===== src/verilog/zport_map_pkg.sv =====
// port map of the z80 i/o block
// low-byte port numbers and the two views of the address word
package zport_map_pkg;

	////////////////////////////////////////////////////////////////////////////
	// low byte of the port address

	localparam logic [7:0] port_fe   = 8'hFE; // border out, keys and tape in
	localparam logic [7:0] port_fd   = 8'hFD; // 7ffd paging
	localparam logic [7:0] port_f7   = 8'hF7; // eff7 paging, a8 moves in shadow
	localparam logic [7:0] port_bf   = 8'hBF; // config port
	localparam logic [7:0] port_be   = 8'hBE; // config read-back, nmi end
	localparam logic [7:0] port_kjoy = 8'h1F; // kempston joystick
	localparam logic [7:0] port_sav1 = 8'h2F; // save ports, shadow only
	localparam logic [7:0] port_sav2 = 8'h4F;
	localparam logic [7:0] port_sav3 = 8'h6F;
	localparam logic [7:0] port_sav4 = 8'h8F;

	// xxBE read-back index in a[11:8]
	localparam logic [3:0] be_idx_7ffd = 4'hA;
	localparam logic [3:0] be_idx_eff7 = 4'hB;

	localparam int sav_idx_w = 2; // four save ports

	////////////////////////////////////////////////////////////////////////////
	// z80 address, seen as two bytes or as the bits the decoder looks at

	typedef union packed
	{
		struct packed
		{
			logic [7:0] hi;
			logic [7:0] lo; // port number
		} bytes;
		struct packed
		{
			logic                 a15;     // 7ffd qualifier
			logic                 a14;
			logic                 a13;
			logic                 a12;     // eff7 qualifier
			logic [3:0]           be_idx;  // a[11:8], bit 0 is a8
			logic                 a7;
			logic [sav_idx_w-1:0] sav_idx; // a[6:5] picks the save port
			logic [4:0]           a4_0;
		} sel;
	} zaddr_u;

endpackage


===== src/verilog/zport_cfg_pkg.sv =====
// register layout of the paging and config ports
// reset values and bit positions in 7ffd, eff7 and xxBF
package zport_cfg_pkg;

	// reset values
	localparam logic [7:0] p7ffd_rst = 8'h00; // rom bit included, no rom select
	localparam logic [7:0] peff7_rst = 8'h00;
	localparam logic [7:0] bf_rst    = 8'h00;

	////////////////////////////////////////////////////////////////////////////
	// 7ffd

	localparam int b7ffd_pg_hi  = 2; // 128k page in bits 2:0
	localparam int b7ffd_rom    = 4; // rom select
	localparam int b7ffd_blk48  = 5; // 48k lock
	localparam int b7ffd_hpg_lo = 5; // pentagon high page, bits 7:5
	localparam int b7ffd_hpg_hi = 7;

	////////////////////////////////////////////////////////////////////////////
	// eff7

	localparam int beff7_blk1m = 2; // 1m lock, also turns the 1m paging off
	localparam int beff7_ram0  = 3; // ram in place of rom at 0000

	////////////////////////////////////////////////////////////////////////////
	// xxBF

	localparam int bbf_shadow = 0; // shadow ports enable
	localparam int bbf_romrw  = 1; // rom write enable
	localparam int bbf_nmi    = 3; // nmi request

endpackage


===== src/verilog/zbus_strobe.sv =====
// z80 i/o strobe generator
// one-clock port write and read strobes on zclk from iorq_n/rd_n/wr_n
module zbus_strobe
(
	input  logic zclk,
	input  logic rst_n,
	input  logic iorq_n,
	input  logic rd_n,
	input  logic wr_n,
	output logic port_wr, // one clock per write cycle
	output logic port_rd, // one clock per read cycle
	output logic iord     // read cycle active, combinational
);

	logic iowr;      // write cycle active
	logic iowr_prev; // level at the previous edge
	logic iord_prev;

	// raw bus levels
	assign iowr = ~(iorq_n | wr_n);
	assign iord = ~(iorq_n | rd_n);

	// strobe on the first edge that sees the cycle
	always_ff @(posedge zclk)
	begin
		if (!rst_n)
		begin
			iowr_prev <= 1'b1; // a cycle held over reset gives no strobe
			iord_prev <= 1'b1;
			port_wr   <= 1'b0;
			port_rd   <= 1'b0;
		end
		else
		begin
			iowr_prev <= iowr;
			iord_prev <= iord;
			port_wr   <= iowr & ~iowr_prev; // rising edge of the write level
			port_rd   <= iord & ~iord_prev;
		end
	end

endmodule


===== src/verilog/port_decode.sv =====
// port address decoder
// per-port selects and porthit from the address and shadow mode
module port_decode
(
	input  zport_map_pkg::zaddr_u a,
	input  logic                  shadow,   // dos or shadow_en
	output logic                  porthit,  // any internal port
	output logic                  sel_fe,
	output logic                  sel_7ffd,
	output logic                  sel_eff7,
	output logic                  sel_bf,
	output logic                  sel_be,
	output logic                  sel_kjoy,
	output logic                  sel_sav
);

	import zport_map_pkg::*;

	logic [7:0] lo;
	logic       sav_hit; // one of the four save port numbers

	assign lo = a.bytes.lo;

	////////////////////////////////////////////////////////////////////////////
	// address compares

	always_comb
	begin
		sav_hit = (lo == port_sav1) || (lo == port_sav2) ||
		          (lo == port_sav3) || (lo == port_sav4);

		sel_fe   = (lo == port_fe);                   // any xxFE
		sel_7ffd = (lo == port_fd) && !a.sel.a15;     // 7ffd and its mirrors
		sel_bf   = (lo == port_bf);
		sel_be   = (lo == port_be);

		// eff7 sits at a8=1 normally and at a8=0 in shadow,
		// away from the xFF7 ports used there
		sel_eff7 = (lo == port_f7) && !a.sel.a12 &&
		           (a.sel.be_idx[0] != shadow);

		// joystick shares 1F with the fdc, so only out of shadow
		sel_kjoy = (lo == port_kjoy) && !shadow;

		// save ports live only in shadow
		sel_sav  = sav_hit && shadow;
	end

	// internal port hit
	assign porthit = sel_fe | sel_7ffd | sel_eff7 | sel_bf |
	                 sel_be | sel_kjoy | sel_sav;

endmodule


===== src/verilog/mem_pager.sv =====
// memory paging registers
// 7ffd and eff7 with the 48k and 1m locks, and the pentagon 1m outputs
module mem_pager
(
	input  logic       zclk,
	input  logic       rst_n,
	input  logic       port_wr,        // one-clock write strobe
	input  logic       sel_7ffd,
	input  logic       sel_eff7,
	input  logic [7:0] din,
	output logic [7:0] p7ffd_raw,      // unmasked, for read-back
	output logic [7:0] peff7_raw,
	output logic [7:0] p7ffd,          // masked by the 1m lock
	output logic [7:0] peff7,
	output logic [5:0] pent1m_page,    // full 1m page number
	output logic       pent1m_rom,
	output logic       pent1m_1m_on,
	output logic       pent1m_ram0_0
);

	import zport_cfg_pkg::*;

	logic block1m;   // eff7 lock bit
	logic block7ffd; // 7ffd frozen

	assign block1m   = peff7_raw[beff7_blk1m];
	assign block7ffd = p7ffd_raw[b7ffd_blk48] & block1m; // 48k lock only holds with 1m lock

	////////////////////////////////////////////////////////////////////////////
	// registers

	always_ff @(posedge zclk)
	begin
		if (!rst_n)
		begin
			p7ffd_raw <= p7ffd_rst;
			peff7_raw <= peff7_rst;
		end
		else
		begin
			// 2..0 page, 3 screen, 4 rom, 5 lock48, 7..6 high page
			if (port_wr && sel_7ffd && !block7ffd)
				p7ffd_raw <= din;
			if (port_wr && sel_eff7)
				peff7_raw <= din; // 0 p16c, 2 lock1m, 3 ram0, 4 turbo off
		end
	end

	////////////////////////////////////////////////////////////////////////////
	// paging outputs

	// high page bits gone under the 1m lock
	assign p7ffd = {(block1m ? 3'b000 : p7ffd_raw[b7ffd_hpg_hi:b7ffd_hpg_lo]),
	                p7ffd_raw[b7ffd_hpg_lo-1:0]};

	// locked eff7 keeps only bits 7, 5, 4 and 0
	assign peff7 = block1m ? {peff7_raw[7], 1'b0, peff7_raw[5], peff7_raw[4],
	                          3'b000, peff7_raw[0]}
	                       : peff7_raw;

	assign pent1m_page   = {p7ffd_raw[b7ffd_hpg_hi:b7ffd_hpg_lo],
	                        p7ffd_raw[b7ffd_pg_hi:0]};
	assign pent1m_rom    = p7ffd_raw[b7ffd_rom];
	assign pent1m_1m_on  = ~block1m;                   // 1m paging on until locked
	assign pent1m_ram0_0 = peff7_raw[beff7_ram0];

endmodule


===== src/verilog/evo_config.sv =====
// evo config ports
// xxBF config, xxFE border, the four save ports and the clear-nmi pulse
module evo_config
(
	input  logic                  zclk,
	input  logic                  rst_n,
	input  logic                  port_wr,
	input  logic                  dos,      // dos rom active
	input  logic                  sel_fe,
	input  logic                  sel_bf,
	input  logic                  sel_be,
	input  logic                  sel_sav,
	input  zport_map_pkg::zaddr_u a,
	input  logic [7:0]            din,
	output logic                  shadow,   // shadow port map on
	output logic                  romrw_en,
	output logic                  set_nmi,
	output logic                  clr_nmi,  // one clock, with port_wr
	output logic [3:0]            border,
	output logic [7:0]            sav_data  // save port picked by a[6:5]
);

	import zport_map_pkg::*;
	import zport_cfg_pkg::*;

	logic       shadow_en;                  // bf bit 0
	logic [7:0] sav_mem [2**sav_idx_w];     // save ports 2F/4F/6F/8F

	////////////////////////////////////////////////////////////////////////////
	// port writes

	always_ff @(posedge zclk)
	begin
		if (!rst_n)
		begin
			shadow_en <= bf_rst[bbf_shadow];
			romrw_en  <= bf_rst[bbf_romrw];
			set_nmi   <= bf_rst[bbf_nmi];
			border    <= 4'h0;
			for (int i = 0; i < 2**sav_idx_w; i++)
				sav_mem[i] <= 8'h00;
		end
		else
		begin
			if (port_wr && sel_bf)
			begin
				shadow_en <= din[bbf_shadow];
				romrw_en  <= din[bbf_romrw];
				set_nmi   <= din[bbf_nmi];
			end
			if (port_wr && sel_fe)
				border <= {din[7], din[2:0]}; // bright bit plus colour
			if (port_wr && sel_sav)
				sav_mem[a.sel.sav_idx] <= din;
		end
	end

	assign shadow   = dos | shadow_en;
	assign clr_nmi  = port_wr & sel_be;         // any write to xxBE ends nmi
	assign sav_data = sav_mem[a.sel.sav_idx];

endmodule


===== src/verilog/read_mux.sv =====
// read-data mux of the i/o block
// picks dout from the port selects and drives dataout on a port hit
module read_mux
(
	input  zport_map_pkg::zaddr_u a,
	input  logic                  iord,      // read cycle active
	input  logic                  porthit,
	input  logic                  sel_fe,
	input  logic                  sel_kjoy,
	input  logic                  sel_sav,
	input  logic                  sel_bf,
	input  logic                  sel_be,
	input  logic [4:0]            keys_in,   // keyboard half-row
	input  logic                  tape_read,
	input  logic [4:0]            kj_in,     // joystick
	input  logic [7:0]            sav_data,
	input  logic                  set_nmi,
	input  logic                  romrw_en,
	input  logic                  shadow,
	input  logic [7:0]            p7ffd_raw,
	input  logic [7:0]            peff7_raw,
	output logic [7:0]            dout,
	output logic                  dataout    // drive the z80 bus
);

	import zport_map_pkg::*;
	import zport_cfg_pkg::*;

	logic [7:0] bf_rd; // xxBF read value
	logic [7:0] be_rd; // xxBE read-back

	always_comb
	begin
		bf_rd             = 8'h00;
		bf_rd[bbf_nmi]    = set_nmi;
		bf_rd[bbf_romrw]  = romrw_en;
		bf_rd[bbf_shadow] = shadow; // effective shadow, dos included
	end

	// read-back index in a[11:8]
	always_comb
	begin
		case (a.sel.be_idx)
			be_idx_7ffd: be_rd = p7ffd_raw;
			be_idx_eff7: be_rd = peff7_raw;
			default:     be_rd = 8'hFF;
		endcase
	end

	////////////////////////////////////////////////////////////////////////////
	// output mux, selects are one-hot

	always_comb
	begin
		if (sel_fe)
			dout = {1'b1, tape_read, 1'b0, keys_in};
		else if (sel_kjoy)
			dout = {3'b000, kj_in};
		else if (sel_sav)
			dout = sav_data;
		else if (sel_bf)
			dout = bf_rd;
		else if (sel_be)
			dout = be_rd;
		else
			dout = 8'hFF; // floating bus
	end

	assign dataout = porthit & iord;

endmodule


===== src/verilog/zports_top.sv =====
// z80 i/o port block, top level
// strobes, decode, paging, config and read mux wired together
module zports_top
(
	input  logic                  zclk,
	input  logic                  rst_n,
	input  zport_map_pkg::zaddr_u a,
	input  logic [7:0]            din,
	input  logic                  iorq_n,
	input  logic                  rd_n,
	input  logic                  wr_n,
	input  logic                  dos,
	input  logic [4:0]            keys_in,
	input  logic                  tape_read,
	input  logic [4:0]            kj_in,
	output logic [7:0]            dout,
	output logic                  dataout,
	output logic                  porthit,
	output logic [3:0]            border,
	output logic [7:0]            p7ffd,
	output logic [7:0]            peff7,
	output logic [5:0]            pent1m_page,
	output logic                  pent1m_rom,
	output logic                  pent1m_1m_on,
	output logic                  pent1m_ram0_0,
	output logic                  romrw_en,
	output logic                  set_nmi,
	output logic                  clr_nmi
);

	logic       port_wr, port_rd, iord;     // bus strobes
	logic       shadow;
	logic       sel_fe, sel_7ffd, sel_eff7, sel_bf;
	logic       sel_be, sel_kjoy, sel_sav;
	logic [7:0] p7ffd_raw, peff7_raw;       // read-back
	logic [7:0] sav_data;

	zbus_strobe u_strobe (.zclk, .rst_n, .iorq_n, .rd_n, .wr_n,
		.port_wr, .port_rd, .iord);

	port_decode u_decode (.a, .shadow, .porthit, .sel_fe, .sel_7ffd,
		.sel_eff7, .sel_bf, .sel_be, .sel_kjoy, .sel_sav);

	mem_pager u_pager (.zclk, .rst_n, .port_wr, .sel_7ffd, .sel_eff7, .din,
		.p7ffd_raw, .peff7_raw, .p7ffd, .peff7, .pent1m_page, .pent1m_rom,
		.pent1m_1m_on, .pent1m_ram0_0);

	evo_config u_config (.zclk, .rst_n, .port_wr, .dos, .sel_fe, .sel_bf,
		.sel_be, .sel_sav, .a, .din, .shadow, .romrw_en, .set_nmi, .clr_nmi,
		.border, .sav_data);

	read_mux u_rdmux (.a, .iord, .porthit, .sel_fe, .sel_kjoy, .sel_sav,
		.sel_bf, .sel_be, .keys_in, .tape_read, .kj_in, .sav_data, .set_nmi,
		.romrw_en, .shadow, .p7ffd_raw, .peff7_raw, .dout, .dataout);

endmodule


===== config.mk =====
export PLATFORM = sky130hd
export DESIGN_NAME = zports_top
export DESIGN_NICKNAME = d
export VERILOG_FILES = /design/src/verilog/zport_map_pkg.sv /design/src/verilog/zport_cfg_pkg.sv /design/src/verilog/zbus_strobe.sv /design/src/verilog/port_decode.sv /design/src/verilog/mem_pager.sv /design/src/verilog/evo_config.sv /design/src/verilog/read_mux.sv /design/src/verilog/zports_top.sv
export SDC_FILE = /design/constraint.sdc
export NUM_CORES = 1
export LEC_CHECK = 0
export BUFFER_PORTS_ARGS = -buffer_cell sky130_fd_sc_hd__buf_2
export CAP_MARGIN = 20
export CORE_ASPECT_RATIO = 1.75
export CORE_MARGIN = 2
export CORE_UTILIZATION = 43
export CTS_CLUSTER_SIZE = 20
export DETAILED_ROUTE_END_ITERATION = 7
export HOLD_SLACK_MARGIN = 0.02
export PLACE_DENSITY = 0.64
export SLEW_MARGIN = 0
export SYNTH_ARGS = -nofsm -noshare
export SYNTH_HDL_FRONTEND = slang
export SYNTH_HIERARCHICAL = 1
export SYNTH_SLANG_ARGS = --single-unit

===== constraint.sdc =====
create_clock -name zclk -period 3.1 [get_ports zclk]
set_clock_uncertainty 0.05 [all_clocks]
set_input_delay 0.465 -clock zclk [delete_from_list [all_inputs] [get_ports zclk]]
set_output_delay 0.465 -clock zclk [all_outputs]
set_load 0.02 [all_outputs]

==> qor.yml, run 1 <==
die_area_um2: 8480
cp.arrival_ps: 2340
vias: 2608
setup_viol: 0
route.final.wire_length_um: 8240
grt_first_pass_wirelength_um: 13000
drive_gt1_share_pct: 37.1
dpl.cell_count: 463
antenna_left: 0
start_kind: "primary input"
dp_hpwl_um: 6260
synth_area_per_cell_um2: 10.6
postCtsResizedCells: 0
peakVddDrop_mv: 0.345
outcome: "finished, final reports clean"
cts_hold_buf: 0
nNetsFinal: 427
grt_max_degree: 25
max_cap_violations: 0
numCtsBuffers: 9
clk_root_buffer_cell: "clkbuf_16"
diodes: 0
htree_levels: 3
drt_iter0_drc: 119
worstPathRequired_ps: 2580
drtPass1Iterations: 4
core-area_um2: 7510
gp_congestion: 0.902
layout.core_utilization_pct: 52.2
crit_fanout: 8
max_stage_delay_ps: 510
tightest_slew_ps: 892
drv_slew: 0
start_util_pct: 44.2
layout_min_cycle_time_ps: 2850
worst_path_max_delay_cell: "a2111oi_0"
hold_path.class: "in2reg"
post_drt_wl_per_cell_um: 17.2
clock_latency_ps: 320
yosys_warnings: 6
period_share_pct: 92.0
clockBufferDepth: 2
fmax_mhz: 351
grt_usage_pct: 20.3
syn-num-nets: 355
gr-total-overflow: 0
drcViolationCount: 0
p_leak_nw: 1.68
area_growth_pct: 17.9
path_clk_slew_ps: 50
cts_tree: "built"
dpl_cell_area_um2: 3660
die_h_um: 120
cts_setup_buffers: 0
fp.dieW_um: 70.5
synth_cells: 314
num_io_pins: 83
slew-limit-headroom_pct: 40.3
setup_tns_ps: 0
netlist_area_um2: 3320
p_total_w: 0.00180
postLayoutCellArea_um2: 3920
path_cells: "buf_2 > and2_1 > nand4_1 > nor2_1 > nand4b_4 > a2111oi_0 > o22ai_1 > buf_2"
hold_violations: 0
path_class: "in2out"
p_per_area_nw_per_um2: 460
via_per_inst: 5.44
clock-sinks: 57
rsz0062_at_grt: "false"
antenna_found_initial: 0
stdcell_count: 479
end_kind: "primary output"
crit_top_cell: "buf_2"
port_buffers: 79
row_count: 42
first_global_vias: 2615
[worst max-delay path: cells and delay by family]
kind	cells	cell delay (ps)
buf+inv	2	320
compound gates	2	650
simple gates	4	890
[state kept, by name, summed over array words and instances (netlist names)]
signal              cells
u_pager/peff7_raw       8
u_pager/p7ffd_raw       8
u_config/romrw_en       1
u_config/set_nmi        1
u_strobe/iowr_prev      1
u_config/border         4
u_config/sav_mem       32
u_strobe/port_wr        1
u_config/shadow_en      1
[worst paths after layout]
check / start / endpoint / slack (ps) / cells after the start
max: a[5] / dout[1] / 250 / 8
min: wr_n / u_strobe/port_wr / 270 / 2
max reg2reg: u_config/shadow_en / u_config/sav_mem[0][2] / 860 / 7
min reg2reg: u_strobe/iowr_prev / u_strobe/port_wr / 350 / 1
[stage by stage]
step	hold WS, ps	setup WS, ps
global route	269	6.43
finish	271	248
floorplan	341	414
global placement	347	285
detailed placement	354	299
CTS	266	282
[cells in the final DEF (no fill, tap or decap), types with 10 or more instances in the layout]
master / n
nand2_1: 32
inv_1: 10
buf_4: 18
nand3_1: 17
o21ai_0: 13
edfxtp_1: 32
and3_1: 15
and2_1: 10
nor2_1: 14
dfxtp_1: 25
nor2b_1: 10
buf_2: 79
[metal layers]
| layer | global-route usage, % | wire length (um) | vias up |
|---|---|---|---|
| met3 | 3.75 | 321 | 13 |
| li1 | - | - | 1283 |
| met4 | 10.7 | 180 | 0 |
| met5 | 0 | 0 | - |
| met1 | 20.6 | 3070 | 1246 |
| met2 | 38.4 | 4680 | 66 |
[layout make-up]
class                      count  area [um^2]
tap                           88          110
multi-input combinational    211         1520
timing repair buffer          97          531
fill                         715         3590
sequential                    57         1460
inverter                      10         37.5
clock buffer                  11          233
clock inverter                 5         23.8
[power by group]
group	switching [W]	internal, W	total (W)
combinational	0.0000796	0.0000587	0.000138
clock	0.000316	0.000529	0.000845
sequential	0.00000546	0.000815	0.000820
total	0.000401	0.00140	0.00180
(Power assumes the default switching activity.)
==> run 2, diff against run 1 <==
--- a/config.mk
+++ b/config.mk
@@ -5,7 +5,7 @@
 export SDC_FILE = /design/constraint.sdc
 export NUM_CORES = 1
 export LEC_CHECK = 0
-export BUFFER_PORTS_ARGS = -buffer_cell sky130_fd_sc_hd__buf_2
+export BUFFER_PORTS_ARGS = -buffer_cell sky130_fd_sc_hd__buf_4
 export CAP_MARGIN = 20
 export CORE_ASPECT_RATIO = 1.75
 export CORE_MARGIN = 2
@@ -14,7 +14,6 @@
 export DETAILED_ROUTE_END_ITERATION = 7
 export HOLD_SLACK_MARGIN = 0.02
 export PLACE_DENSITY = 0.64
-export SLEW_MARGIN = 0
 export SYNTH_ARGS = -nofsm -noshare
 export SYNTH_HDL_FRONTEND = slang
 export SYNTH_HIERARCHICAL = 1
==> qor.yml, run 2 (synthesis gave the netlist of run 1 again) <==
outcome: "finished, final reports clean"
cts_hold_buf: 0  # unchanged
grt_first_pass_wirelength_um: 13200  # +1.9%
postCtsResizedCells: 0  # unchanged
port_buffers: 79  # unchanged
clock-sinks: 57  # unchanged
vias: 2643  # +1.3%
hold_path.class: "in2reg"
reg_top3: "u_config/sav_mem: 32 flops, u_pager/p7ffd_raw: 8 flops, u_pager/peff7_raw: 8 flops"
core-area_um2: 7510  # unchanged
first_global_vias: 2648  # +1.3%
whs_ps: 262  # -9.50 ps
antenna_left: 0  # unchanged
max_cap_violations: 0  # unchanged
reg2reg_from: "u_config/shadow_en"
top_register: "u_config/sav_mem"
worstPathRequired_ps: 2580  # about the same
crit_top_cell: "buf_4"
via_per_inst: 5.59  # +2.6%
cp.arrival_ps: 2300  # -40 ps
drtPass1Iterations: 4  # unchanged
antenna_found_initial: 0  # unchanged
critPathLaunch: "a[7]"
postLayoutCellArea_um2: 4070  # +3.9%
drt_iter0_drc: 146  # +23%
clock_latency_ps: 320  # about the same
dp_hpwl_um: 6350  # +1.5%
setup_tns_ps: 0  # unchanged
fmax_mhz: 355  # +1.3%
setup_viol: 0  # unchanged
path_class: "in2out"
period_share_pct: 90.8  # -1.2 points
drive_gt1_share_pct: 36.4  # -0.72 points
mostFrequentLayoutCell: "buf_4"
cp_top_family: "simple AND/OR/NAND/NOR gates"
diodes: 0  # unchanged
num_io_pins: 83  # unchanged
cts_tree: "built"
largest_reg_flops: 32  # unchanged
holdCritStartpoint: "wr_n"
path_clk_slew_ps: 50  # about the same
grt_usage_pct: 20.7  # +0.31 points
area_growth_pct: 22.5
cp_num_buf_inv: 2  # unchanged
hold_violations: 0  # unchanged
htree_levels: 3  # unchanged
peakVddDrop_mv: 0.293  # -15%
start_kind: "primary input"
p_total_w: 0.00183  # +1.3%
dpl_cell_area_um2: 3820  # +4.2%
clk_root_buffer_cell: "clkbuf_16"
route.final.wire_length_um: 8580  # +4.0%
fp.dieW_um: 70.5  # unchanged
clockBufferDepth: 2  # unchanged
worst_path_max_delay_cell: "a2111oi_0"
end_kind: "primary output"
nNetsFinal: 421  # -1.4%
drv_slew: 0  # unchanged
p_leak_nw: 1.70  # +1.1%
cts_setup_buffers: 0  # unchanged
rsz0062_at_grt: "false"
slew-limit-headroom_pct: 64.6  # +24 points
die_h_um: 120  # unchanged
layout_min_cycle_time_ps: 2810  # -36.7 ps
mostFrequentLayoutCells: "buf_4 (91), nand2_1 (32), edfxtp_1 (32)"
die_area_um2: 8480  # unchanged
layout.core_utilization_pct: 54.2  # +2.0 points
crit_fanout: 8  # unchanged
gp_congestion: 0.792  # -12%
drcViolationCount: 0  # unchanged
gr-total-overflow: 0  # unchanged
start_util_pct: 44.2  # unchanged
grt_max_degree: 36  # +44%
numCtsBuffers: 9  # unchanged
post_drt_wl_per_cell_um: 18.1  # +5.3%
max_stage_delay_ps: 510  # about the same
p_per_area_nw_per_um2: 448  # -2.5%
path_cells: "buf_4 > and2_1 > nand4_1 > nor2_1 > nand4b_4 > a2111oi_0 > o22ai_1 > buf_4"
tightest_slew_ps: 529  # -364 ps
row_count: 42  # unchanged
==> run 2: changes by cell type in the layout (fill, tap and decap cells not counted) <==
cell / delta
clkinv_1: -2
buf_4: +73
buf_2: -79
clkbuf_1: +1
clkinv_2: +1
==> run 2: layout make-up <==
| cell class | count | area [um^2] |
|---|---|---|
| clock buffers | 12 | 236 |
| clock inverters | 4 | 21.3 |
| fillers | 679 | 3440 |
| inverters | 10 | 37.5 |
| multi-input cells | 211 | 1520 |
| flip-flops and latches | 57 | 1460 |
| well taps | 88 | 110 |
| repair buffers | 91 | 683 |
==> run 2: final timing paths <==
kind                             to  slack, ps  cells past startpoint
max                         dout[1]        290                      8
min                u_strobe/port_wr        260                      2
max reg2reg  u_config/sav_mem[0][1]        810                      7
min reg2reg        u_strobe/port_wr        350                      1
==> run 2: where the power goes <==
group	switching (W)	internal, W	leakage, nW
combinational	0.0000804	0.0000694	1.05
sequential	0.00000563	0.000814	0.525
clock	0.000323	0.000534	0.124
==> run 2: worst reg2reg max path, cell delays in order, from the launching register on <==
cell and delay (ps):
dfxtp_1 310, or2_2 170, nand4b_1 140, nor4b_2 300
buf_4 270, nand2_1 150, o31ai_1 340, buf_4 250
==> run 2: per-layer routing <==
metal / track usage [%] / vias up / routed length (um)
li1: - / 1263 / -
met1: 21.3 / 1277 / 3200
met2: 38.4 / 82 / 4720
met3: 4.50 / 21 / 400
met4: 10.3 / 0 / 248
met5: 0 / - / 0
==> run 2: through the flow <==
stage / std cells / worst slack [ps]
2_1_floorplan: 314 / 414
3_3_place_gp: 457 / 365
3_5_place_dp: 457 / 328
4_1_cts: 473 / 324
5_1_grt: 473 / 133
6_report: 473 / 285
